===== src/common/fpu_pkg.sv =====
// fpu_pkg: shared widths, opcodes and payload types
// for the single-precision FPU subsystem
`default_nettype none

package fpu_pkg;

	localparam int FLEN       = 32;
	localparam int NREG       = 32;
	localparam int RADDR_W    = $clog2(NREG);
	localparam int FIFO_DEPTH = 4;

	// quiet NaN returned by every invalid or NaN-fed op
	localparam logic [FLEN-1:0] CANON_NAN = 32'h7fc0_0000;

	typedef enum logic [1:0] {
		OP_FADD = 2'b00,
		OP_FSUB = 2'b01,
		OP_FMUL = 2'b10,
		OP_FLW  = 2'b11
	} fpu_op_e;

	// command as it arrives on the external port
	typedef struct packed {
		fpu_op_e            op;
		logic [RADDR_W-1:0] rd;
		logic [RADDR_W-1:0] rs1;
		logic [RADDR_W-1:0] rs2;
		logic [FLEN-1:0]    load_data;
	} fpu_cmd_t;

	// nv in bit 4 down to nx in bit 0
	typedef struct packed {
		logic nv;
		logic dz;
		logic of;
		logic uf;
		logic nx;
	} fpu_flags_t;

	typedef struct packed {
		logic [RADDR_W-1:0] rd;
		logic [FLEN-1:0]    data;
		fpu_flags_t         flags;
	} fpu_wb_t;

	// operands already read out of the register file
	typedef struct packed {
		fpu_op_e            op;
		logic [RADDR_W-1:0] rd;
		logic [FLEN-1:0]    a;
		logic [FLEN-1:0]    b;
		logic [FLEN-1:0]    load_data;
	} fpu_issue_t;

endpackage

`default_nettype wire

===== src/source/f_register_file.sv =====
// f_register_file: 32 float registers with two write-through read ports
// also keeps the sticky fflags register
`timescale 1ns/100ps
`default_nettype none

module f_register_file (
	input  logic                          clk,
	input  logic                          nrst,
	input  logic [fpu_pkg::RADDR_W-1:0]   rs1,
	input  logic [fpu_pkg::RADDR_W-1:0]   rs2,
	output logic [fpu_pkg::FLEN-1:0]      rs1_data,
	output logic [fpu_pkg::FLEN-1:0]      rs2_data,
	input  logic                          wb_valid,
	input  fpu_pkg::fpu_wb_t              wb,
	output fpu_pkg::fpu_flags_t           fflags
);
	import fpu_pkg::*;

	logic [FLEN-1:0] regs [NREG];
	logic hit1;
	logic hit2;

	// a same-cycle writeback wins over the stored value
	assign hit1 = wb_valid && (wb.rd == rs1);
	assign hit2 = wb_valid && (wb.rd == rs2);

	always_comb begin
		if (hit1)
			rs1_data = wb.data;
		else
			rs1_data = regs[rs1];
	end

	always_comb begin
		if (hit2)
			rs2_data = wb.data;
		else
			rs2_data = regs[rs2];
	end

	// all registers come out of reset as +0
	always_ff @(posedge clk) begin
		if (!nrst) begin
			for (int i = 0; i < NREG; i++) begin
				regs[i] <= '0;
			end
		end else if (wb_valid) begin
			regs[wb.rd] <= wb.data;
		end
	end

	// flags accumulate until the next reset
	always_ff @(posedge clk) begin
		if (!nrst) begin
			fflags <= '0;
		end else if (wb_valid) begin
			fflags <= fpu_flags_t'(fflags | wb.flags);
		end
	end

endmodule

`default_nettype wire


===== config.mk =====
export PLATFORM = sky130hd
export DESIGN_NAME = f_register_file
export DESIGN_NICKNAME = d
export VERILOG_FILES = /design/src/common/fpu_pkg.sv /design/src/source/f_register_file.sv
export SDC_FILE = /design/constraint.sdc
export NUM_CORES = 2
export LEC_CHECK = 0
export BUFFER_PORTS_ARGS = -buffer_cell sky130_fd_sc_hd__buf_2
export CAP_MARGIN = 0
export CORE_AREA = 2 2 334 336
export CTS_CLUSTER_DIAMETER = 30
export DETAILED_ROUTE_END_ITERATION = 10
export DIE_AREA = 0 0 336 338
export PLACE_DENSITY = 0.68
export SYNTH_ARGS = -nofsm -noshare
export SYNTH_HDL_FRONTEND = slang
export SYNTH_SLANG_ARGS = --single-unit

===== constraint.sdc =====
create_clock -name clk -period 9.8 [get_ports clk]
set_clock_uncertainty 0.2 [all_clocks]
set_input_delay 1.47 -clock clk [delete_from_list [all_inputs] [get_ports clk]]
set_output_delay 1.47 -clock clk [all_outputs]
set_load 0.01 [all_outputs]

; ---- Word-level counts from Yosys, hierarchy flattened
; Memory sizes are Yosys's and may differ from the RTL's.
; Cells that the tools add are included.
[word_totals]
inputBits = 55
n_memories = 1
mem_bits_rw = 1024
reg_bits = 5
[memory_table]
columns = name, depth, width, read_ports, rd_ports_with_merged_regs, wr, line_no
row1 = regs, 32, 32, 2, 0, 32, f_register_file.sv:19  ; logic [FLEN-1:0] regs [NREG];
[op_classes]
mux = 9
n_eq_ne = 2
n_bitwise = 1
reduce_logical = 3
[ops]
columns = operator, count
row1 = $mux 32, 3
row2 = $reduce_or 32->1, 1
row3 = $eq 5x5->1, 2
row4 = $mux 1, 5
row5 = $mux 5, 1
row6 = $or 5x5->5, 1
row7 = $logic_and 1x1->1, 2

; ---- Longest topological paths before layout
[logic_depth]
word_depth = 5
mapped_depth = 10
ltp_nobuf = 5

; ---- Worst setup path before layout
; No wires, ideal clock.
[synth_path]
kind = input port to flip-flop
startpoint = input wb_valid
endpoint = memory regs[16][0], enable pin
setup_ns = 0.466
setup_slack_ns = 4.315
arrival_ns = 4.819
cell_stages = 7
t_required_ns = 9.134
cell_sequence = buf_2 > nand2_1 > or3_1 > clkbuf_1 > clkbuf_1 > clkbuf_1 > o21ai_0
[synth_rtl]
columns = element, line_no
row1 = "start, declared", f_register_file.sv:13  ; input logic wb_valid,
row2 = "end, declared", f_register_file.sv:19

; ---- Final worst setup path
[layout_path]
startpoint = input rs2[1] in the netlist's numbering
endpoint = output rs2_data[31] in the netlist's numbering
[layout_via]
elab_chain_cells = 3
word_cells_on_any_way = 4
classes_between = eq/ne (1) / mux (1) / reduce/logical (1) / memory (1)
[layout_rtl]
columns = element, line_no
row1 = "start, declared", f_register_file.sv:10  ; input logic [fpu_pkg::RADDR_W-1:0] rs2,
row2 = branches (longest 2 deep; another with $mem_v2 32x32), -
row3 = $mux 32 *, f_register_file.sv:35  ; if (hit2)
row4 = "end, declared", f_register_file.sv:12  ; output logic [fpu_pkg::FLEN-1:0] rs2_data,
; Mark *: on every way between the ends.

==> summary.txt <==
Outcome
  • Status: finished clean

Synthesis
  • Commonest cells in the netlist: edfxtp_1 (1,024), and2_1 (994), mux4_2 (336), clkbuf_1 (256)
  • Largest family of logic cells by synthesized area: multiplexers
  • Simple-gate share of the synthesized area: between 10 and 15%
  • Yosys warning total: 0
  • Mapped Avg Cell Area: 14.0 um^2
  • Synth Area in Compound Gates: 5.62%
  • Flops & latches, synth: 1,029
  • Post-Synth XOR/XNOR Area: 0.157%
  • Top cell type's share of synthesized area: 55.1%
  • Adder-cell area share of the yosys netlist: 0%
  • Top cells by area, synth: edfxtp_1 (55%), mux4_2 (14%), and2_1 (11%)
  • Cell Area, Synth: approximately 56,000 um^2
  • Post-synth EDFFs: 1,024
  • Post-synthesis mux area share: between 20% and 30%
  • Cell variety after synth: between 50 and 60
  • Dominant synthesized flop cell: edfxtp_1
  • Register area share after synthesis: 55.3%
  • Cells after Synth: ~4,000
  • Area leader, netlist: edfxtp_1
  • Post-synth ARST share: 0%
  • Count leader, synth: edfxtp_1
  • Synth Net Count: just over 4,000

Pwr
  • Sw Pwr: 0.00319 W
  • LEAKAGE: 22.5 nW
  • P per Cell Area: 205 nW/um^2
  • VDD IR max: 0.136 mV
  • Sw Share: between 20% and 30%
  • Internal: between 0.009 and 0.01 W
  • Sequential share of power: 39.7%
  • Clock power share: between 50% and 60%
  • Combinational Power Share: 9.6%

GRT
  • Initial antenna violation count: 16
  • GRT overflow: 0
  • First-pass GRT wire length: 259,000 um
  • GRT Total Usage: 32.0%
  • Vias in the first global route: about 37,000
  • Pin count of the biggest net entering global routing: approximately 120

Routing
  • Vias: 37,300
  • First-pass DRT Iterations: 9
  • DR iter-0 viols: 5,321
  • Vias per std cell: between 6 and 7
  • Wire length per cell: between 30 and 40 um
  • Routed Antenna Nets: 0
  • Residual DRC: 0
  • WL final: 181,000 um

Setup path
  • Worst setup EP type: primary output
  • Crit path launch type: input port
  • FF-to-FF Start: fflags[0]
  • Worst EP required: 8.13 ns
  • Worst path arrival time: ~5.4 ns
  • CP max FO: 80
  • Crit Path Class: in -> out
  • Worst Setup SP: rs2[1]

Placement
  • GP Congestion: 0.889
  • Port Buffer Count: 123
  • Post-detail-place hpwl: 108,000 um
  • Pre-CTS WS: 2.95 ns

Timing
  • Worst-Margin Slew: 1.35 ns
  • RSZ-0062 raised after global routing: false
  • Fin crit share: 71.6%
  • Final hold violations: 0
  • Setup TNS: 0 ns
  • Fmax: 142 MHz
  • Slew Viols, Final: 0
  • Final setup vio count: 0
  • Final Critical Period: ~7 ns
  • Min setup slack post-route: 2.78 ns
  • Slew margin rel.: between 10% and 20%

Clocking
  • Worst-skew pair later-pin latency: between 0.7 and 0.8 ns
  • Clock Tree Buf Depth: 3
  • CTS tree: built
  • Worst-path clk slew: 0.05 ns
  • Clock Sink Count: 1,029
  • CTS buffer count: between 150 and 200
  • H-Tree Level Count: 4
  • Root Buffer: clkbuf_16
  • Post-CTS Setup Bufs: 0
  • # resized after CTS: 0
  • Cts hold-fix bufs: 0

Floorplan
  • Initial Utilization: 50.7%
  • Die ar.: approximately 110,000 um^2
  • Core ar.: approximately 110,000 um^2
  • Std cell rows: 122
  • Die H: ~340 um
  • Chip Width: 336 um
  • IO Pins: 124

Cells and area
  • Fraction of layout cells with a size suffix above 1: a little over a quarter
  • Area growth syn-to-layout: 14.8%
  • Final net count: 4,015
  • Fill cells: approximately 8,300

Min path
  • Min-delay worst type: reg -> reg
  • HP Start: fflags[4]

Flow run
  • Max cap viols: 0
==> layout by cell type, fill, tap and decap left out, types with 61 or more instances in the layout <==
master	netlist	routed
clkbuf_16	0	190
a22o_1	61	61
buf_4	40	101
mux2i_1	168	168
edfxtp_1	1024	1024
o22ai_1	103	103
a211oi_1	61	61
buf_2	99	116
and2_1	994	994
mux4_2	336	336
nand2_1	137	137
mux2_2	168	168
==> through the flow <==
stage / std cells / total power, W / cell area (um^2) / hold WS (ns) / util, %
global placement: 5258 / 0.00649 / 57500 / 0.264 / 52.3
CTS: 5610 / 0.0131 / 64000 / 0.293 / 58.2
detailed placement: 5258 / 0.00651 / 57500 / 0.278 / 52.3
global route: 5612 / 0.0134 / 64000 / 0.330 / 58.2
floorplan: 3978 / 0.00605 / 55800 / 0.324 / -
finish: 5614 / 0.0131 / 64000 / 0.289 / 58.2
==> final cells by class <==
| class | instances | area, um^2 | area share [%] |
|---|---|---|---|
| flip-flops and latches | 1029 | 30800 | 48.2 |
| multi-input cells | 2511 | 23300 | 36.3 |
| well taps | 1488 | 1860 | 2.91 |
| repair buffers | 228 | 1530 | 2.39 |
| clock inverters | 134 | 1630 | 2.55 |
| diodes | 4 | 10.0 | 0.0156 |
| clock buffers | 218 | 4860 | 7.59 |
| inverters | 2 | 7.51 | 0.0117 |
==> per-layer routing <==
layer  part of all wire [%]  vias up  wire length [um]  GRT usage, %
li1                       -    15200                 -             -
met1                     37    19000             67100          42.0
met4                    4.3       16              7800          13.3
met3                     12      507             22400          9.22
met2                     46     2620             83900          50.2
met5                  0.053        -                97             0
==> logic make-up after synthesis <==
| group | count (synthesis) |
|---|---|
| flip-flops | 1029 |
| XOR/XNOR | 10 |
| AO/OA/AOI/OAI | 437 |
| AND/OR/NAND/NOR | 1383 |
| buffers and inverters | 438 |
| multiplexers | 681 |
==> power groups by stage <==
stage / clock [W] / sequential, W / combinational [W]
floorplan: 0 / 0.00525 / 0.000796
global placement: 0 / 0.00527 / 0.00122
detailed placement: 0 / 0.00528 / 0.00123
CTS: 0.00665 / 0.00520 / 0.00124
global route: 0.00687 / 0.00523 / 0.00130
finish: 0.00665 / 0.00521 / 0.00126
==> worst paths after layout <==
path                                      to  slack [ns]  cells past startpoint
worst max-delay path            rs2_data[31]        2.78                      6
worst min-delay path               fflags[4]        0.29                      2
worst max register to register     fflags[0]        9.00                      2
worst min register to register     fflags[4]        0.29                      2
==> state kept, by name, indices dropped and copies added, names as in the netlist <==
name    flops
regs     1024
fflags      5
==> worst max-delay path, stage by stage <==
cell and delay, ns:
buf_8 0.56, buf_4 0.75, or3_2 0.99, o22ai_1 0.20, o41ai_1 0.89, buf_2 0.28
Note: power is estimated with default switching activity, not from simulation.
