--- src/common/fpu_pkg.sv ---
// fpu_pkg: shared widths, opcodes and payload types
// for the single-precision FPU subsystem
`default_nettype none

package fpu_pkg;

	localparam int FLEN       = 32;
	localparam int NREG       = 32;
	localparam int RADDR_W    = $clog2(NREG);
	localparam int FIFO_DEPTH = 4;

	// quiet NaN returned by every invalid or NaN-fed op
	localparam logic [FLEN-1:0] CANON_NAN = 32'h7fc0_0000;

	typedef enum logic [1:0] {
		OP_FADD = 2'b00,
		OP_FSUB = 2'b01,
		OP_FMUL = 2'b10,
		OP_FLW  = 2'b11
	} fpu_op_e;

	// command as it arrives on the external port
	typedef struct packed {
		fpu_op_e            op;
		logic [RADDR_W-1:0] rd;
		logic [RADDR_W-1:0] rs1;
		logic [RADDR_W-1:0] rs2;
		logic [FLEN-1:0]    load_data;
	} fpu_cmd_t;

	// nv in bit 4 down to nx in bit 0
	typedef struct packed {
		logic nv;
		logic dz;
		logic of;
		logic uf;
		logic nx;
	} fpu_flags_t;

	typedef struct packed {
		logic [RADDR_W-1:0] rd;
		logic [FLEN-1:0]    data;
		fpu_flags_t         flags;
	} fpu_wb_t;

	// operands already read out of the register file
	typedef struct packed {
		fpu_op_e            op;
		logic [RADDR_W-1:0] rd;
		logic [FLEN-1:0]    a;
		logic [FLEN-1:0]    b;
		logic [FLEN-1:0]    load_data;
	} fpu_issue_t;

endpackage

`default_nettype wire
--- src/fpu/fpu_issue.sv ---
// fpu_issue: pops queued commands, stalls on RAW hazards,
// reads both operands and launches the op into the core
`timescale 1ns/100ps
`default_nettype none

module fpu_issue (
	input  logic                          clk,
	input  logic                          nrst,
	input  logic                          q_valid,
	input  fpu_pkg::fpu_cmd_t             q_cmd,
	output logic                          pop,
	output logic [fpu_pkg::RADDR_W-1:0]   rs1,
	output logic [fpu_pkg::RADDR_W-1:0]   rs2,
	input  logic [fpu_pkg::FLEN-1:0]      rs1_data,
	input  logic [fpu_pkg::FLEN-1:0]      rs2_data,
	input  logic                          s1_valid,
	input  logic [fpu_pkg::RADDR_W-1:0]   s1_rd,
	output logic                          issue_valid,
	output fpu_pkg::fpu_issue_t           issue
);
	import fpu_pkg::*;

	logic uses_src;
	logic hit_issue;
	logic hit_s1;
	logic hazard;

	assign rs1 = q_cmd.rs1;
	assign rs2 = q_cmd.rs2;

	// flw carries its own data
	assign uses_src = (q_cmd.op != OP_FLW);

	// stage 2 of the core is handled by the register file bypass
	assign hit_issue = issue_valid && ((issue.rd == rs1) || (issue.rd == rs2));
	assign hit_s1    = s1_valid && ((s1_rd == rs1) || (s1_rd == rs2));
	assign hazard    = uses_src && (hit_issue || hit_s1);

	assign pop = q_valid && !hazard;

	always_ff @(posedge clk) begin
		if (!nrst) begin
			issue_valid <= 1'b0;
		end else begin
			issue_valid <= pop;
		end
	end

	always_ff @(posedge clk) begin
		if (pop) begin
			issue.op        <= q_cmd.op;
			issue.rd        <= q_cmd.rd;
			issue.a         <= rs1_data;
			issue.b         <= rs2_data;
			issue.load_data <= q_cmd.load_data;
		end
	end

endmodule

`default_nettype wire

--- config.mk ---
export PLATFORM = sky130hd
export DESIGN_NAME = fpu_issue
export DESIGN_NICKNAME = d
export VERILOG_FILES = /design/src/common/fpu_pkg.sv /design/src/fpu/fpu_issue.sv
export SDC_FILE = /design/constraint.sdc
export NUM_CORES = 1
export LEC_CHECK = 0
export ABC_AREA = 1
export BUFFER_PORTS_ARGS = -buffer_cell sky130_fd_sc_hd__buf_2
export CORE_UTILIZATION = 41
export CTS_CLUSTER_DIAMETER = 60
export DETAILED_ROUTE_END_ITERATION = 7
export PLACE_DENSITY = 0.82
export SETUP_SLACK_MARGIN = 0.02
export SLEW_MARGIN = 20
export SYNTH_ARGS = -nofsm -noshare
export SYNTH_HDL_FRONTEND = slang
export SYNTH_SLANG_ARGS = --single-unit
--- constraint.sdc ---
create_clock -name clk -period 4.8 [get_ports clk]
set_input_delay 0.48 -clock clk [delete_from_list [all_inputs] [get_ports clk]]
set_output_delay 0.48 -clock clk [all_outputs]
set_load 0.03 [all_outputs]
# Word level (Yosys, flattened, before mapping)
# Cells that the tools add are included.
[word_totals]
elab_cells = 19
out_inout_bits = 115
input_bits = 122
register_bits = 104
[classes]
n_eq_ne = 5
reduce_logical = 8
[op_table]
columns = ["operator", "n"]
rows = [
  ["$eq 5x5->1", 4],
  ["$logic_and 1x1->1", 4],
  ["$logic_or 1x1->1", 3],
  ["$ne 2x2->1 const B", 1],
  ["$logic_not 1->1", 1],
]

# Longest topological paths before layout
# Gate-level depths: netlist of the first run.
[logic_depth]
word_depth = 7
ltp_mapped = 11
ltp_nobuf = 11

# Worst setup path before layout of the first run
# No wires, ideal clock.
[synth_path]
path_type = "register -> output"
start = "register issue[96] (netlist name)"
end = "output pop"
path_buffers = 0
t_arrival_ns = 3.255
required_ns = 4.320
path_slack_ns = 1.065
path_stages_with_launch = 12
path_cell_list = "edfxtp_1 nand2_1 inv_1 nor2_1 nor2_1 nand3_1 nand2_1 nand2_1 nand2_1 nand2_1 nand2_1 inv_1"
[synth_between]
elab_chain_len = 7
elab_cells_between_ends = 8
classes_between = "eq/ne: 2; reduce/logical: 6"
[synth_lines]
columns = ["item", "line_no", "text"]
rows = [
  ["from (decl)", "fpu_issue.sv:19", "output fpu_pkg::fpu_issue_t issue"],
  ["$eq 5x5->1", "fpu_issue.sv:35", "assign hit_issue = issue_valid && ((issue.rd == rs1) || (issue.rd == rs2));"],
  ["$logic_or 1x1->1 (*)", "fpu_issue.sv:35", ""],
  ["$logic_and 1x1->1 (*)", "fpu_issue.sv:35", ""],
  ["$logic_or 1x1->1 (*)", "fpu_issue.sv:37", "assign hazard = uses_src && (hit_issue || hit_s1);"],
  ["$logic_and 1x1->1 (*)", "fpu_issue.sv:37", ""],
  ["$logic_not 1->1 (*)", "fpu_issue.sv:39", "assign pop = q_valid && !hazard;"],
  ["$logic_and 1x1->1 (*)", "fpu_issue.sv:39", ""],
  ["to (decl)", "fpu_issue.sv:11", "output logic pop,"],
]
# Mark *: on every way between the ends. The rest lies on a longest branch, timed or not.

# Worst setup path in the final report of the first run
[layout_path]
start = "register issue[98] (netlist name)"
end = "output pop"
# Same word-level chain as after synthesis.

==> results of run 1 <==
routing by layer:
layer | global-route usage [%] | wire (µm) | vias to the layer above | share of wire (%)
met2 | 32.0 | 4410 | 133 | 55
met5 | 0 | 0 | - | 0
met3 | 7.74 | 859 | 8 | 11
met4 | 7.45 | 102 | 0 | 1.3
met1 | 14.9 | 2710 | 1129 | 34
li1 | - | - | 1180 | -
synth_stat cells, drive strengths merged:
cell	instances
nor2	13
inv	21
xor2	1
nand2	49
edfxtp	103
nand3	4
xnor2	4
buf	10
dfxtp	1
critical path, delay by kind of cell, from the launching register on:
kind / cells / cell delay, ns
XOR/XNOR: 1 / 0.18
flip-flops: 1 / 0.45
AND/OR/NAND/NOR: 7 / 0.54
buffers and inverters: 2 / 0.28
placed cells by master (no fill, tap or decap):
cell type / synthesis / layout
inv_6: 0 / 1
buf_4: 10 / 2
clkinv_1: 0 / 2
nand2_1: 49 / 49
bufinv_16: 0 / 1
clkbuf_8: 0 / 9
buf_2: 0 / 236
clkinv_2: 0 / 1
edfxtp_1: 103 / 103
inv_1: 21 / 20
clkinv_4: 0 / 1
xnor2_1: 4 / 4
nand3_1: 4 / 4
dfxtp_1: 1 / 1
nor2_1: 13 / 13
inv_4: 0 / 1
xor2_1: 1 / 1
metrics by stage:
step | instance area (µm²) | total power [mW] | hold slack (ns)
2_1_floorplan | 3560 | 1.28 | 0.579
3_3_place_gp | 4820 | 1.38 | 0.656
3_5_place_dp | 4820 | 1.39 | 0.658
4_1_cts | 5000 | 1.90 | 0.276
5_1_grt | 5000 | 1.95 | 0.270
6_report | 5000 | 1.88 | 0.296
how the worst min path moves through the flow:
| stage | end | slack, ns |
|---|---|---|
| after floorplan | issue[0]$_DFFE_PP_ | 0.58 |
| after global placement | issue[64]$_DFFE_PP_ | 0.66 |
| after detailed placement | issue[64]$_DFFE_PP_ | 0.66 |
| after CTS | issue[20]$_DFFE_PP_ | 0.28 |
| after global routing | issue[82]$_DFFE_PP_ | 0.27 |
| final | issue[20]$_DFFE_PP_ | 0.30 |
registers in the layout (all words and copies together) (netlist names):
signal and cells:
issue 103, issue_valid 1
kinds of logic after synthesis:
group	Yosys count
AND/OR/NAND/NOR	66
buffers and inverters	31
XOR/XNOR	5
flip-flops	104
final cells by class:
| type | count | share of cell area, % |
|---|---|---|
| timing repair buffer | 238 | 23.9 |
| inverter | 21 | 1.63 |
| tap | 105 | 2.63 |
| sequential | 104 | 62.2 |
| clock inverter | 6 | 1.20 |
| multi-input combinational | 71 | 5.93 |
| clock buffer | 9 | 2.48 |
where the power goes:
group | switching [mW] | internal, mW
sequential | 0.0157 | 1.07
combinational | 0.201 | 0.0860
clock | 0.273 | 0.237
==> results.cfg, run 1 <==
[yosys]
syn_area_um2 = 3560
synth_simple_gate_area_share_pct = 7.09
synth.net_count = 328
ys_seq_elements = 104
synthTopCellsByArea = edfxtp_1, nand2_1, inv_1
muxShareOfSynthArea_pct = 0
synth-seq-area-share_pct = 87.4
synth_compound_area_share_pct = 0
synth-xor-area-share_pct = 1.23
synth-adder-area-share_pct = 0
synth_top_family_by_area = simple AND/OR/NAND/NOR gates
synth_top_area_cell = edfxtp_1
synth_top_area_share_pct = 86.8
yosys_warnings = 0
avgSynthCellArea_um2 = 17.3
postSynthCellCount = 206
synthDistinctLibCells = 9

[critical_path]
slowest_stage = edfxtp_1
critical_path.max_stage_delay_ns = 0.45
setup.worst_path.class = reg -> out
crit_path_end = pop
timing.rr.start = issue[98]$_DFFE_PP_
r2r-end = issue[90]$_DFFE_PP_
path_max_fanout = 10
worstPathArrival_ns = 1.81
r2r_slack_ns = 2.67
worstSetupStartpoint = issue[98]$_DFFE_PP_
cp_data_required_time_ns = 4.32
r2r_cells = 12
worstPathCellList = xor2_1, nor2_1, nand3_1, nand2_1, nand2_1, nand2_1, nand2_1, nand2_1, inv_4, buf_2
crit_path_frequent_cell = nand2_1
crit_path_end_kind = primary output
start_kind = flip-flop

[placed_design]
routabilityCongestion = 0.701
dpl.hpwl_mm = 6.38
dp_cells = 539
port_buffers = 236
pre_cts_ws_ns = 2.51

[sta]
max_freq_mhz = 436
period_minus_slack_ns = 2.29
setup_ws_ns = 2.51
rsz0062_at_grt = no
tightestPinTransition_ns = 0.634
setup_viol = 0
skew_ns = 0.0126
maxSlewViolCount = 0
final.setup.tns_ns = 0
hold_viol = 0
slew_headroom_pct = 57.7
period_share_pct = 47.8

[finish]
n_antenna_cell = 0
n_fill_cell = 695
multi_input_area_um2 = 297
nNetsFinal = 567
area_growth_pct = 40.4
post-route-util_pct = 60.3
register_area_um2 = 3110
drive_gt1_share_pct = 56.1
fin_cells = 554

[clock_tree]
clock_latency_ns = 0.35
cts_root_buf = clkbuf_8
cts_max_path_buffers = 2
cts-resized-gates = 0
cts.hold.buffers_added = 0
cts.repair_timing.setup_buffer_count = 0
cts_buffers = 9
ctsHtreeMaxLevel = 3
cts_tree = yes
path_clk_slew_ns = 0.10
cts_num_sinks = 104

[run_status]
status = complete, no violations

[power]
leakagePower_nw = 2.35
power.ir.vdd_worst_mv = 0.238
p_per_area_nw_per_um2 = 376

[grt]
grt_usage_pct = 16.9
grt_max_degree = 54
grt_pass1_vias = 2380
grt_antenna_before_repair = 0
grt_pass1_wl_mm = 10.8
globalRouteOverflowTotal = 0

[floorplanning]
pin_count = 237
chipHeight_um = 95.2
die-area_um2 = 9070
start_util_pct = 42.9
die_x_um = 95.2
rows = 33
core_area_um2 = 8300

[route]
drt-initial-drc-count = 85
vias = 2450
postRouteAntennaNets = 0
dr.pass1.iters = 5
via_per_inst = 4.42
drc_errors = 0
wl_per_cell_um = 14.6
routed_wl_mm = 8.08

[hold_path]
hold_depth = 1
hold_path_startpoint = q_cmd[20]
hold_class = in -> reg

[flow_run]
drv_cap = 0
Power figures use the tool's default switching activity.
==> run 2: changes to the inputs <==
==> constraint.sdc (replaced) <==
create_clock -name clk -period 2.3 [get_ports clk]
set_input_delay 0.23 -clock clk [delete_from_list [all_inputs] [get_ports clk]]
set_output_delay 0.23 -clock clk [all_outputs]
set_load 0.03 [all_outputs]
==> run 2 against run 1 <==
Net effect:
- global-route usage up 0.81 points
- combinational power up 130%
- sequential share of layout area down 2.2 points
- register-to-register slack worse by 2.3 ns
- largest cell class unchanged
- highest routed layer is now met5
==> results.cfg, run 2 (synthesized netlist as in run 1, its figures left out) <==
[floorplanning]
start_util_pct = 42.9
die-area_um2 = 9070
rows = 33
core_area_um2 = 8300
chipHeight_um = 95.2
pin_count = 237
die_x_um = 95.2

[placed_design]
dpl.hpwl_mm = 6.22
pre_cts_ws_ns = 0.414
port_buffers = 236
dp_cells = 539
routabilityCongestion = 0.714
place_area_um2 = 4850

[finish]
final_common_cell = buf_2
top_register = issue
fin_cells = 566
largest_register_ffs = 103
n_antenna_cell = 0
top_regs = issue x103, issue_valid x1
final_area_um2 = 5180
n_fill_cell = 632
final_cell_mix = buf_2, edfxtp_1, nand2_1, inv_1, nor2_1
register_area_um2 = 3110
nNetsFinal = 578
drive_gt1_share_pct = 57.7
post-route-util_pct = 62.5
multi_input_area_um2 = 299
area_growth_pct = 45.5

[sta]
period_minus_slack_ns = 2.15
skew_ns = 0.0123
period_share_pct = 93.3
rsz0062_at_grt = yes
setup_viol = 0
hold_ws_ns = 0.0366
max_freq_mhz = 466
final.setup.tns_ns = 0
maxSlewViolCount = 0
slew_headroom_pct = 82.2
tightestPinTransition_ns = 0.266
hold_viol = 0
setup_ws_ns = 0.154

[grt]
grt_usage_pct = 17.7
grt_pass1_vias = 2420
grt_antenna_before_repair = 1
globalRouteOverflowTotal = 0
grt_max_degree = 51
grt_pass1_wl_mm = 11.4

[route]
drt-initial-drc-count = 87
dr.pass1.iters = 4
via_per_inst = 4.45
wl_per_cell_um = 15.2
routed_wl_mm = 8.62
postRouteAntennaNets = 0
vias = 2516
drc_errors = 0

[power]
power.ir.vdd_worst_mv = 0.683
leakagePower_nw = 2.44
p_total_mw = 4.05
p_per_area_nw_per_um2 = 782

[clock_tree]
ctsHtreeMaxLevel = 3
cts_root_buf = clkbuf_8
clock_latency_ns = 0.36
cts_num_sinks = 104
cts_buffers = 9
cts_tree = yes
cts_max_path_buffers = 2
path_clk_slew_ns = 0.10

[critical_path]
crit_path_frequent_cell = nand2_1
setup.worst_path.class = reg -> out
crit_path_end_kind = primary output
start_kind = flip-flop
worstPathCellList = xor2_1, nor2_1, nand3_1, nand2_1, nand2_1, nand2_1, nand2_1, nand2_2, clkinvlp_4, buf_12, buf_8
critical_path.max_stage_delay_ns = 0.45
path_max_fanout = 8
slowest_stage = edfxtp_1
cp_data_required_time_ns = 2.07
worstPathArrival_ns = 1.92

[run_status]
status = complete, no violations

[flow_run]
drv_cap = 0

[hold_path]
hold_class = in -> reg
[run 2: timing repair]
action	in CTS	in global routing
setup buffers	0	9
pin swaps	0	3
cloned	1	1
endpoints found under the setup margin	1	1
hold buffers	0	0
hold endpoints to repair	0	0
resized for setup	0	4
[run 2: layout make-up]
cell class,count,area share (%)
Sequential cell,104,60.0
Tap cell,105,2.53
Timing Repair Buffer,249,26.2
Clock inverter,7,1.52
Clock buffer,9,2.39
Inverter,21,1.59
Multi-Input combinational cell,71,5.77
[run 2: metal layers]
metal,part of all wire [%],GRT usage (%)
met1,35,17.7
met2,53,31.8
met3,11,8.53
met5,0.20,0
met4,1.3,6.06
[run 2: worst paths after layout]
kind                           from  depth (start not counted)                      to  slack (ns)
max reg2reg     issue[98]$_DFFE_PP_                         11      issue[8]$_DFFE_PP_        0.33
min reg2reg  issue_valid$_SDFF_PN0_                          5  issue_valid$_SDFF_PN0_        0.65
max             issue[98]$_DFFE_PP_                         11                     pop        0.15
min                       q_cmd[31]                          1     issue[31]$_DFFE_PP_        0.04
[run 2: worst max-delay path, delay by kind of cell, from the launching register on]
family	cells	cell delay [ns]
DFF	1	0.45
xor gates and xnor gates	1	0.19
buffers and inverters	3	0.45
and+or+nand+nor	7	0.48
[run 2: where the power goes]
part / internal [mW] / total [mW] / leakage (nW) / switching, mW
Clock: 0.515 / 1.15 / 0.0994 / 0.631
Sequential: 2.22 / 2.26 / 1.01 / 0.0329
Combinational: 0.217 / 0.649 / 1.33 / 0.432
Total: 2.96 / 4.05 / 2.44 / 1.10
