==> src/common/fpu_pkg.sv <==
// fpu_pkg: shared widths, opcodes and payload types
// for the single-precision FPU subsystem
`default_nettype none

package fpu_pkg;

	localparam int FLEN       = 32;
	localparam int NREG       = 32;
	localparam int RADDR_W    = $clog2(NREG);
	localparam int FIFO_DEPTH = 4;

	// quiet NaN returned by every invalid or NaN-fed op
	localparam logic [FLEN-1:0] CANON_NAN = 32'h7fc0_0000;

	typedef enum logic [1:0] {
		OP_FADD = 2'b00,
		OP_FSUB = 2'b01,
		OP_FMUL = 2'b10,
		OP_FLW  = 2'b11
	} fpu_op_e;

	// command as it arrives on the external port
	typedef struct packed {
		fpu_op_e            op;
		logic [RADDR_W-1:0] rd;
		logic [RADDR_W-1:0] rs1;
		logic [RADDR_W-1:0] rs2;
		logic [FLEN-1:0]    load_data;
	} fpu_cmd_t;

	// nv in bit 4 down to nx in bit 0
	typedef struct packed {
		logic nv;
		logic dz;
		logic of;
		logic uf;
		logic nx;
	} fpu_flags_t;

	typedef struct packed {
		logic [RADDR_W-1:0] rd;
		logic [FLEN-1:0]    data;
		fpu_flags_t         flags;
	} fpu_wb_t;

	// operands already read out of the register file
	typedef struct packed {
		fpu_op_e            op;
		logic [RADDR_W-1:0] rd;
		logic [FLEN-1:0]    a;
		logic [FLEN-1:0]    b;
		logic [FLEN-1:0]    load_data;
	} fpu_issue_t;

endpackage

`default_nettype wire
==> src/source/fpu_cmd_fifo.sv <==
// fpu_cmd_fifo: four-entry circular command queue
// valid/ready on the write side, valid/pop on the read side
`timescale 1ns/100ps
`default_nettype none

module fpu_cmd_fifo (
	input  logic                clk,
	input  logic                nrst,
	input  logic                in_valid,
	input  fpu_pkg::fpu_cmd_t   in_cmd,
	output logic                in_ready,
	output logic                out_valid,
	output fpu_pkg::fpu_cmd_t   out_cmd,
	input  logic                pop
);
	import fpu_pkg::*;

	fpu_cmd_t mem [FIFO_DEPTH];
	logic [$clog2(FIFO_DEPTH)-1:0] wr_ptr;
	logic [$clog2(FIFO_DEPTH)-1:0] rd_ptr;
	logic [$clog2(FIFO_DEPTH+1)-1:0] count;
	logic push;
	logic take;

	assign in_ready  = (count != FIFO_DEPTH);
	assign out_valid = (count != 0);
	assign out_cmd   = mem[rd_ptr];
	assign push      = in_valid & in_ready;
	assign take      = pop & out_valid;

	// storage, no reset needed
	always_ff @(posedge clk) begin
		if (push) begin
			mem[wr_ptr] <= in_cmd;
		end
	end

	always_ff @(posedge clk) begin
		if (!nrst) begin
			wr_ptr <= '0;
			rd_ptr <= '0;
			count  <= '0;
		end else begin
			if (push)
				wr_ptr <= wr_ptr + 1'b1;
			if (take)
				rd_ptr <= rd_ptr + 1'b1;
			case ({push, take})
				2'b10:   count <= count + 1'b1;
				2'b01:   count <= count - 1'b1;
				default: count <= count;
			endcase
		end
	end

	// sender keeps the command steady while the queue is full
	a_hold_while_full: assert property (@(posedge clk) disable iff (!nrst)
		(in_valid && !in_ready) |=> (in_valid && $stable(in_cmd)));

	// issue stage must never pop an empty queue
	a_no_pop_empty: assert property (@(posedge clk) disable iff (!nrst)
		pop |-> out_valid);

endmodule

`default_nettype wire

==> config.mk <==
export PLATFORM = sky130hd
export DESIGN_NAME = fpu_cmd_fifo
export DESIGN_NICKNAME = d
export VERILOG_FILES = /design/src/common/fpu_pkg.sv /design/src/source/fpu_cmd_fifo.sv
export SDC_FILE = /design/constraint.sdc
export NUM_CORES = 1
export LEC_CHECK = 0
export ABC_CLOCK_PERIOD_IN_PS = 3100
export BUFFER_PORTS_ARGS = -buffer_cell sky130_fd_sc_hd__clkbuf_2
export CAP_MARGIN = 40
export CORE_MARGIN = 2
export CORE_UTILIZATION = 59
export CTS_BUF_LIST = sky130_fd_sc_hd__clkbuf_8
export CTS_CLUSTER_DIAMETER = 200
export CTS_CLUSTER_SIZE = 30
export DETAILED_ROUTE_END_ITERATION = 16
export PLACE_DENSITY_LB_ADDON = 0.08
export SYNTH_ARGS = -nofsm -noshare
export SYNTH_HDL_FRONTEND = slang
export SYNTH_SLANG_ARGS = --single-unit
==> constraint.sdc <==
create_clock -name clk -period 3.1 [get_ports clk]
set_clock_uncertainty 0.15 [all_clocks]
set_input_delay 0.31 -clock clk [delete_from_list [all_inputs] [get_ports clk]]
set_output_delay 0.31 -clock clk [all_outputs]
set_load 0.05 [all_outputs]
After elaboration in Yosys (flattened, before gate mapping) --
Memory sizes are Yosys's and may differ from the RTL's. A register that Yosys moved wholly into a read port is not among the register bits. Cells that the tools add are included.
Operators by class: add/sub/neg operators 4, eq/ne operators 3, muxes and demuxes 5, bitwise operators 2, reduce and logical (&&, ||, !) cells 2
Operators by type and width (number):
- $pmux W3 S2 | 1
- $add A2 B1 Y2 const B | 2
- $mux W2 | 2
- $add A3 B1 Y3 const B | 1
- $ne A3 B3 Y1 const B | 1
- $reduce_bool A3 Y1 | 1
- $sub A3 B1 Y3 const B | 1
- $and A1 B1 Y1 | 2
- $eq A2 B1 Y1 const B | 1
- $eq A2 B2 Y1 const B | 1
- $mux W1 | 2
- $reduce_bool A2 Y1 | 1
Storage, ports and cells: register bits after elaboration 7, bits in writable memories 196, input port bits 53, output and inout port bits 51, word-level logic and storage cells 20, memories 1
Memories:
- mem | words 4, width 49, read ports 1, clocked after memory_dff 1, write ports 1, RTL line fpu_cmd_fifo.sv:18 | fpu_cmd_t mem [FIFO_DEPTH];

Longest topological paths before layout --
Gate-level depths: netlist of run 1.
depth in word-level cells 4, gate-level depth with buffers 9

Worst setup path after synthesis of run 1 --
No wires, ideal clock.
path kind reg-to-reg, start register count[0], end memory mem[0][0] in the netlist's numbering (enable), arrival 2.052 ns, data required time 2.538 ns, path slack 0.486 ns, cell stages (with the launch flop) 4, buffers on the path 0, period minus slack after synthesis 2.614 ns, cell sequence dfxtp_1 -> nor2_1 -> a21boi_1 -> and2_1
On the way: longest elaborated chain between the ends 4
RTL lines:
- start: declaration | RTL line fpu_cmd_fifo.sv:21 | logic [$clog2(FIFO_DEPTH+1)-1:0] count;
- start signal: assignment | RTL line fpu_cmd_fifo.sv:49 | 2'b10: count <= count + 1'b1;
- start signal: assignment | RTL line fpu_cmd_fifo.sv:50 | 2'b01: count <= count - 1'b1;
- start signal: assignment | RTL line fpu_cmd_fifo.sv:51 | default: count <= count;
- $ne A3 B3 Y1 | RTL line fpu_cmd_fifo.sv:25 | assign in_ready = (count != FIFO_DEPTH);
- $and A1 B1 Y1 | RTL line fpu_cmd_fifo.sv:28 | assign push = in_valid & in_ready;
- $mux W1 | RTL line fpu_cmd_fifo.sv:33 | if (push) begin
- $mux W1 (not written as such) | RTL line fpu_cmd_fifo.sv:34 | mem[wr_ptr] <= in_cmd;
- end: declaration | RTL line fpu_cmd_fifo.sv:18
Every way passes these cells.

==> run summary, run 1 <==
status: completed
Mapped Cells: 308
Pre-antenna DRT Iters: 4
Die W: 117.3 um
core footprint: 0.01257 mm2
worst path cell trace: buf_12 > mux4_2 > clkbuf_2
post-synthesis sequential area ratio: 80.09%
vias in the first global route: 3,798
nets: 530
clock latency on the worst-skew pair: 0.49 ns
CP max stage cell: dfxtp_4
Post-Route WL: 12,620 um
Overflow after GRT: 0
CTS tree: yes
Worst-Margin Slew: 0.5496 ns
Initial Utilization: 60.26%
Clock Sinks: 205
top-area cell type share of the netlist area: 77.71%
commonest non-fill, non-tap cell in the layout: edfxtp_1
top post-synthesis cells by area: edfxtp_1, mux4_2, dfxtp_1, ha_1, mux4_1
RSZ-0062 raised after global routing: no
Worst IR Drop VDD: 0.6773 mV
largest net degree at the start of global routing: 50
Final setup viols: 0
Flop pwr share: 48.9%
most frequent cells in the layout: edfxtp_1, clkbuf_2, dlygate4sd3_1, mux4_2, clkbuf_8
Hold Path Origin: in_valid
minimum clock period: 2.691 ns
Crit Path Max Fanout: 22
combinational share of power: 36.2%
CTS Buffer Depth: 3
I/O pin total: 104
drt drc: 0
Synth Net Count: 367
overall routing resource usage: 18.57%
GPL Wtd Cong: 0.6949
crit path kind: flop to output pin
P_int: 4.540 mW
htree depth: 1
Psw: 2.636 mW
Netlist cell types: 26
CP max stage delay: 0.66 ns
1st-iter DRT viols: 261
Worst Hold Endpoint: wr_ptr[0]
# rows: 41
Synth Register Bits: 205
crit path DAT: 2.23 ns
layout overhead on the synthesized area: 19.03%
R2R cell count: 9
reg-to-reg critical path endpoint: count[2]
Root Driver: clkbuf_8
RR Startpoint: count[0]
Antenna Cells: 0
fmax: 371.6 MHz
ratio of cells with drive above 1 in the final layout: 37.47%
total of max-cap violations: 0
Lkg Pwr: 3.065 nW
flip-flop and latch area: 0.006071 mm2
sw frac: 36.73%
Worst Hold Path Cells: 3
hold crit path type: input pin to flop
Power Density: 796.0 mW/mm2
area of the multi-input gates: 0.001391 mm2
biggest area consumer among synthesized cells: edfxtp_1
final critical-path share of the clock period: 86.81%
routed via count: 3,530
Startpoint Class: flop
TNS Setup: 0 ns
Hold WS: 0.1122 ns
Critical Path Sink Type: output pin
Die Span Y: 117.3 um
first-pass GRT wire length: 19,970 um
Worst Path Required: 2.64 ns
post-DP HPWL: 7425 um
fillcell total: 785
CTS Buf Count: 10
post-route ant nets: 0
R2R setup slack: 0.77 ns
Clk network pwr share: 14.9%
synthesized area: 0.007574 mm2
initial antenna violation count: 0
via density per instance: 5.456
Max transition margin: 63.36%
Die Area: 0.01376 mm2
Slew Limit Fails: 0
Fin. Hold Viols: 0
Mapped Avg Cell Area: 24.59 um2
Synth Warn #: 0
# port buffers: 103
WL per Instance: 19.51 um
PostCTS Resize Cnt: 0
Worst-path clk slew: 0.16 ns
## cell type report
class                   instances  area share (%)
clock buffers                  11           1.679
flip-flops and latches        205           67.34
clock inverters                 5          0.2498
multi-input cells              85           15.43
inverters                       6          0.2498
well taps                     172           2.387
repair buffers                163           12.66
## synthesized netlist by cell type
library cell / number
a21boi_0: 1
a21boi_1: 1
and2_1: 7
buf_1: 3
buf_12: 2
buf_2: 2
buf_4: 3
buf_6: 1
clkbuf_1: 1
dfxtp_1: 9
edfxtp_1: 196
fa_1: 1
ha_1: 5
inv_1: 6
mux2i_1: 2
mux4_1: 2
mux4_2: 47
nand2_1: 6
nor2_1: 1
nor2b_1: 2
o21ai_0: 2
o311ai_0: 1
o31a_1: 1
or3_1: 2
xnor2_1: 3
xor2_1: 1
## power by group through the flow
stage               registers [mW]  clock network, mW  logic [mW]
floorplan                     3.46                  0        2.16
global placement              3.57                  0        2.56
detailed placement            3.59                  0        2.57
CTS                           3.52               1.10        2.63
global route                  3.55               1.18        2.73
finish                        3.51               1.07        2.60
## how the worst max path moves through the flow
stage | start | to | slack [ns] | cells past startpoint
5_1_grt | flop | out_cmd[47] | 0.26 | 3
3_5_place_dp | count[0] | count[2] | 0.78 | 9
6_report | flop | out_cmd[47] | 0.41 | 3
4_1_cts | flop | out_cmd[12] | 0.36 | 3
2_1_floorplan | count[0] | mem[0][0] | 0.49 | 3
3_3_place_gp | flop | out_cmd[20] | 0.91 | 3
## critical path: cells and delay by family (launching register included)
kind,cells,cell delay [ns]
buf+inv,2,0.51
flops,1,0.66
mux,1,0.54
## registers in the layout (all words and copies together), names as in the netlist, named ones only
name	flops
mem	196
count	3
rd_ptr	2
wr_ptr	2
## through the flow
| stage | setup WS [ns] | power [mW] | area [um2] | util [%] | instances |
|---|---|---|---|---|---|
| final | 0.4089 | 7.176 | 9015 | 71.73 | 647 |
| after global routing | 0.2638 | 7.467 | 9015 | 71.73 | 647 |
| after CTS | 0.3609 | 7.254 | 9015 | 71.73 | 647 |
| after detailed placement | 0.7776 | 6.159 | 8341 | 66.36 | 581 |
| after global placement | 0.9095 | 6.131 | 8341 | 66.36 | 581 |
| after floorplan | 0.4863 | 5.618 | 7574 | - | 308 |
## cells by family after synthesis
family / count (synthesis) / share of synthesized area, %
adders and majority gates: 6 / 1.090
DFF: 205 / 80.09
xor gates and xnor gates: 4 / 0.4627
muxes: 51 / 14.93
and+or+nand+nor: 18 / 1.255
buffers and inverters: 18 / 1.602
AOI/OAI and AO/OA: 6 / 0.5618
## what timing repair did
action,in CTS,in global routing
hold buffers,50,0
setup buffers,0,0
endpoints found under the hold margin,203,0
## metal layers
metal  vias up  GRT usage (%)  part of all wire, %
li1       1603              -                    -
met4         0          3.163                  1.2
met5         -              0                    0
met2        83          32.27                   52
met1      1835          25.92                   43
met3         9          2.821                  3.9
(Power assumes the default switching activity.)
==> run 2: changes to the inputs <==
--- a/config.mk
+++ b/config.mk
@@ -5,6 +5,7 @@
 export SDC_FILE = /design/constraint.sdc
 export NUM_CORES = 1
 export LEC_CHECK = 0
+export ABC_AREA = 1
 export ABC_CLOCK_PERIOD_IN_PS = 3100
 export BUFFER_PORTS_ARGS = -buffer_cell sky130_fd_sc_hd__clkbuf_2
 export CAP_MARGIN = 40
==> run 2 against run 1 <==
Effect of this change: register-to-register slack gained 0.17 ns; non-clock buffer count grew 3; die area grew 2.1%; hold slack gained 0.25 ns; combinational power is essentially flat; clock power is essentially flat; global-route usage grew 2.9 points; synthesized cell count grew 76%; critical endpoint is now out_cmd[8].
==> run summary, run 2 <==
status: completed
PostCTS Resize Cnt: 0
Startpoint Class: flop
Lkg Pwr: 3.247 nW
drt drc: 0
most instantiated library cell after synthesis: edfxtp_1
commonest non-fill, non-tap cell in the layout: edfxtp_1
Synth Net Count: 601
Setup WS pre-CTS: 0.8145 ns
Post-CTS Setup Inserts: 0
dpl cell area: 0.008441 mm2
synthesized area: 0.007739 mm2
overall routing resource usage: 21.48%
max reg flops: 196
htree depth: 1
Flop pwr share: 48.1%
crit path DAT: 2.35 ns
Pre-antenna DRT Iters: 5
Top reg by flops: mem
Regs by FF count: mem x196, count x3
Die Span Y: 118.5 um
largest net degree at the start of global routing: 99
Max transition margin: 54.26%
Final setup viols: 0
Netlist cell types: 20
total of max-cap violations: 0
Clk network pwr share: 14.9%
Fin. Hold Viols: 0
via density per instance: 5.618
CTS Buf Count: 10
combinational share of power: 37.0%
core footprint: 0.01272 mm2
layout overhead on the synthesized area: 17.95%
fmax: 355.9 MHz
cell area after layout: 0.009128 mm2
CTS Buffer Depth: 3
hold buffer count at cts: 52
initial antenna violation count: 0
Worst-path clk slew: 0.15 ns
1st-iter DRT viols: 448
Synth Register Bits: 205
sw frac: 40.50%
GPL Wtd Cong: 0.7155
top post-synthesis cells by area: edfxtp_1, o21ai_0, nor2_1, o22ai_1, dfxtp_1
final worst slack: 0.2906 ns
Worst-Margin Slew: 0.6861 ns
Pwr Total: 7.060 mW
Critical Path Sink Type: output pin
share of flip-flops with an asynchronous set or reset: 0%
Root Driver: clkbuf_8
Mapped Avg Cell Area: 14.28 um2
nets: 748
ratio of cells with drive above 1 in the final layout: 19.54%
CTS tree: yes
minimum clock period: 2.809 ns
Die W: 118.5 um
Slew Limit Fails: 0
fillcell total: 876
Overflow after GRT: 0
I/O pin total: 104
Power Density: 773.5 mW/mm2
Post-synth EDFFs: 196
clock latency on the worst-skew pair: 0.48 ns
vias in the first global route: 4,778
most frequent cells in the layout: edfxtp_1, nor2_1, clkbuf_2, o21ai_0, dlygate4sd3_1
# port buffers: 103
WL per Instance: 17.56 um
RSZ-0062 raised after global routing: no
Synth Flop Type: edfxtp_1
Die Area: 0.01405 mm2
biggest area consumer among synthesized cells: edfxtp_1
post-DP HPWL: 8679 um
Mapped Cells: 542
Crit Path Max Fanout: 98
Worst Path Required: 2.64 ns
crit path kind: flop to output pin
Initial Utilization: 60.83%
Synth Warn #: 0
top-area cell type share of the netlist area: 76.05%
Antenna Cells: 0
post-route ant nets: 0
Worst IR Drop VDD: 0.5409 mV
P_int: 4.201 mW
routed via count: 4,848
final critical-path share of the clock period: 90.63%
hold crit path type: flop to flop
Hold WS: 0.3646 ns
Worst Hold Path Cells: 2
# rows: 41
most common library cells after synthesis: edfxtp_1, nor2_1, o21ai_0
R2R cell count: 12
fin util: 71.74%
Clock Sinks: 205
post-synthesis sequential area ratio: 78.38%
first-pass GRT wire length: 23,910 um
Psw: 2.859 mW
Post-Route WL: 15,160 um
-- run 2: final timing paths --
check             slack (ns)       from          to
hold / removal          0.36  rd_ptr[1]        flop
hold reg to reg         0.36  rd_ptr[1]        flop
setup / recovery        0.29       flop  out_cmd[8]
setup reg to reg        0.94   count[1]    count[2]
-- run 2: layout make-up --
class	count	area [um2]	area share [%]
Clock inverter	3	15.01	0.1645
Multi-Input combinational cell	288	1434	15.71
Timing Repair Buffer	166	1169	12.80
Clock buffer	11	151.4	1.659
Sequential cell	205	6071	66.51
Tap cell	172	215.2	2.358
Inverter	18	72.57	0.7951
-- run 2: power by group through the flow --
stage               Combinational (mW)  Sequential (mW)  Clock, mW
finish                            2.61             3.40       1.05
global route                      2.79             3.42       1.16
CTS                               2.63             3.40       1.08
detailed placement                2.58             3.46          0
global placement                  2.53             3.45          0
floorplan                         2.02             3.41          0
-- run 2: metal layers --
metal  global-route usage, %  part of all wire (%)  vias up
met4                   5.432                   1.4        0
met2                   36.49                    51      142
li1                        -                     -     2290
met1                   29.51                    42     2397
met5                       0                     0        -
met3                   3.185                   5.5       19
-- run 2: logic make-up after synthesis --
kind of cell             after synthesis  share of synthesized area [%]
AO/OA/AOI/OAI                        154                          10.75
adder cells (fa/ha/maj)                6                          1.067
flip-flops                           205                          78.38
buffers and inverters                 49                          3.476
AND/OR/NAND/NOR                      128                          6.322
-- run 2: worst max-delay path, cell delays in order (launching register included) --
cell and delay [ns]:
dfxtp_4 0.51, inv_6 0.51, o21ai_0 0.17, o22ai_1 0.26, clkbuf_2 0.34
-- run 2: per-stage QoR --
| step | std cells | TNS (ns) |
|---|---|---|
| after detailed placement | 797 | 0 |
| after floorplan | 542 | -108.89 |
| final | 863 | 0 |
| after global routing | 863 | 0 |
| after global placement | 797 | 0 |
| after CTS | 863 | 0 |
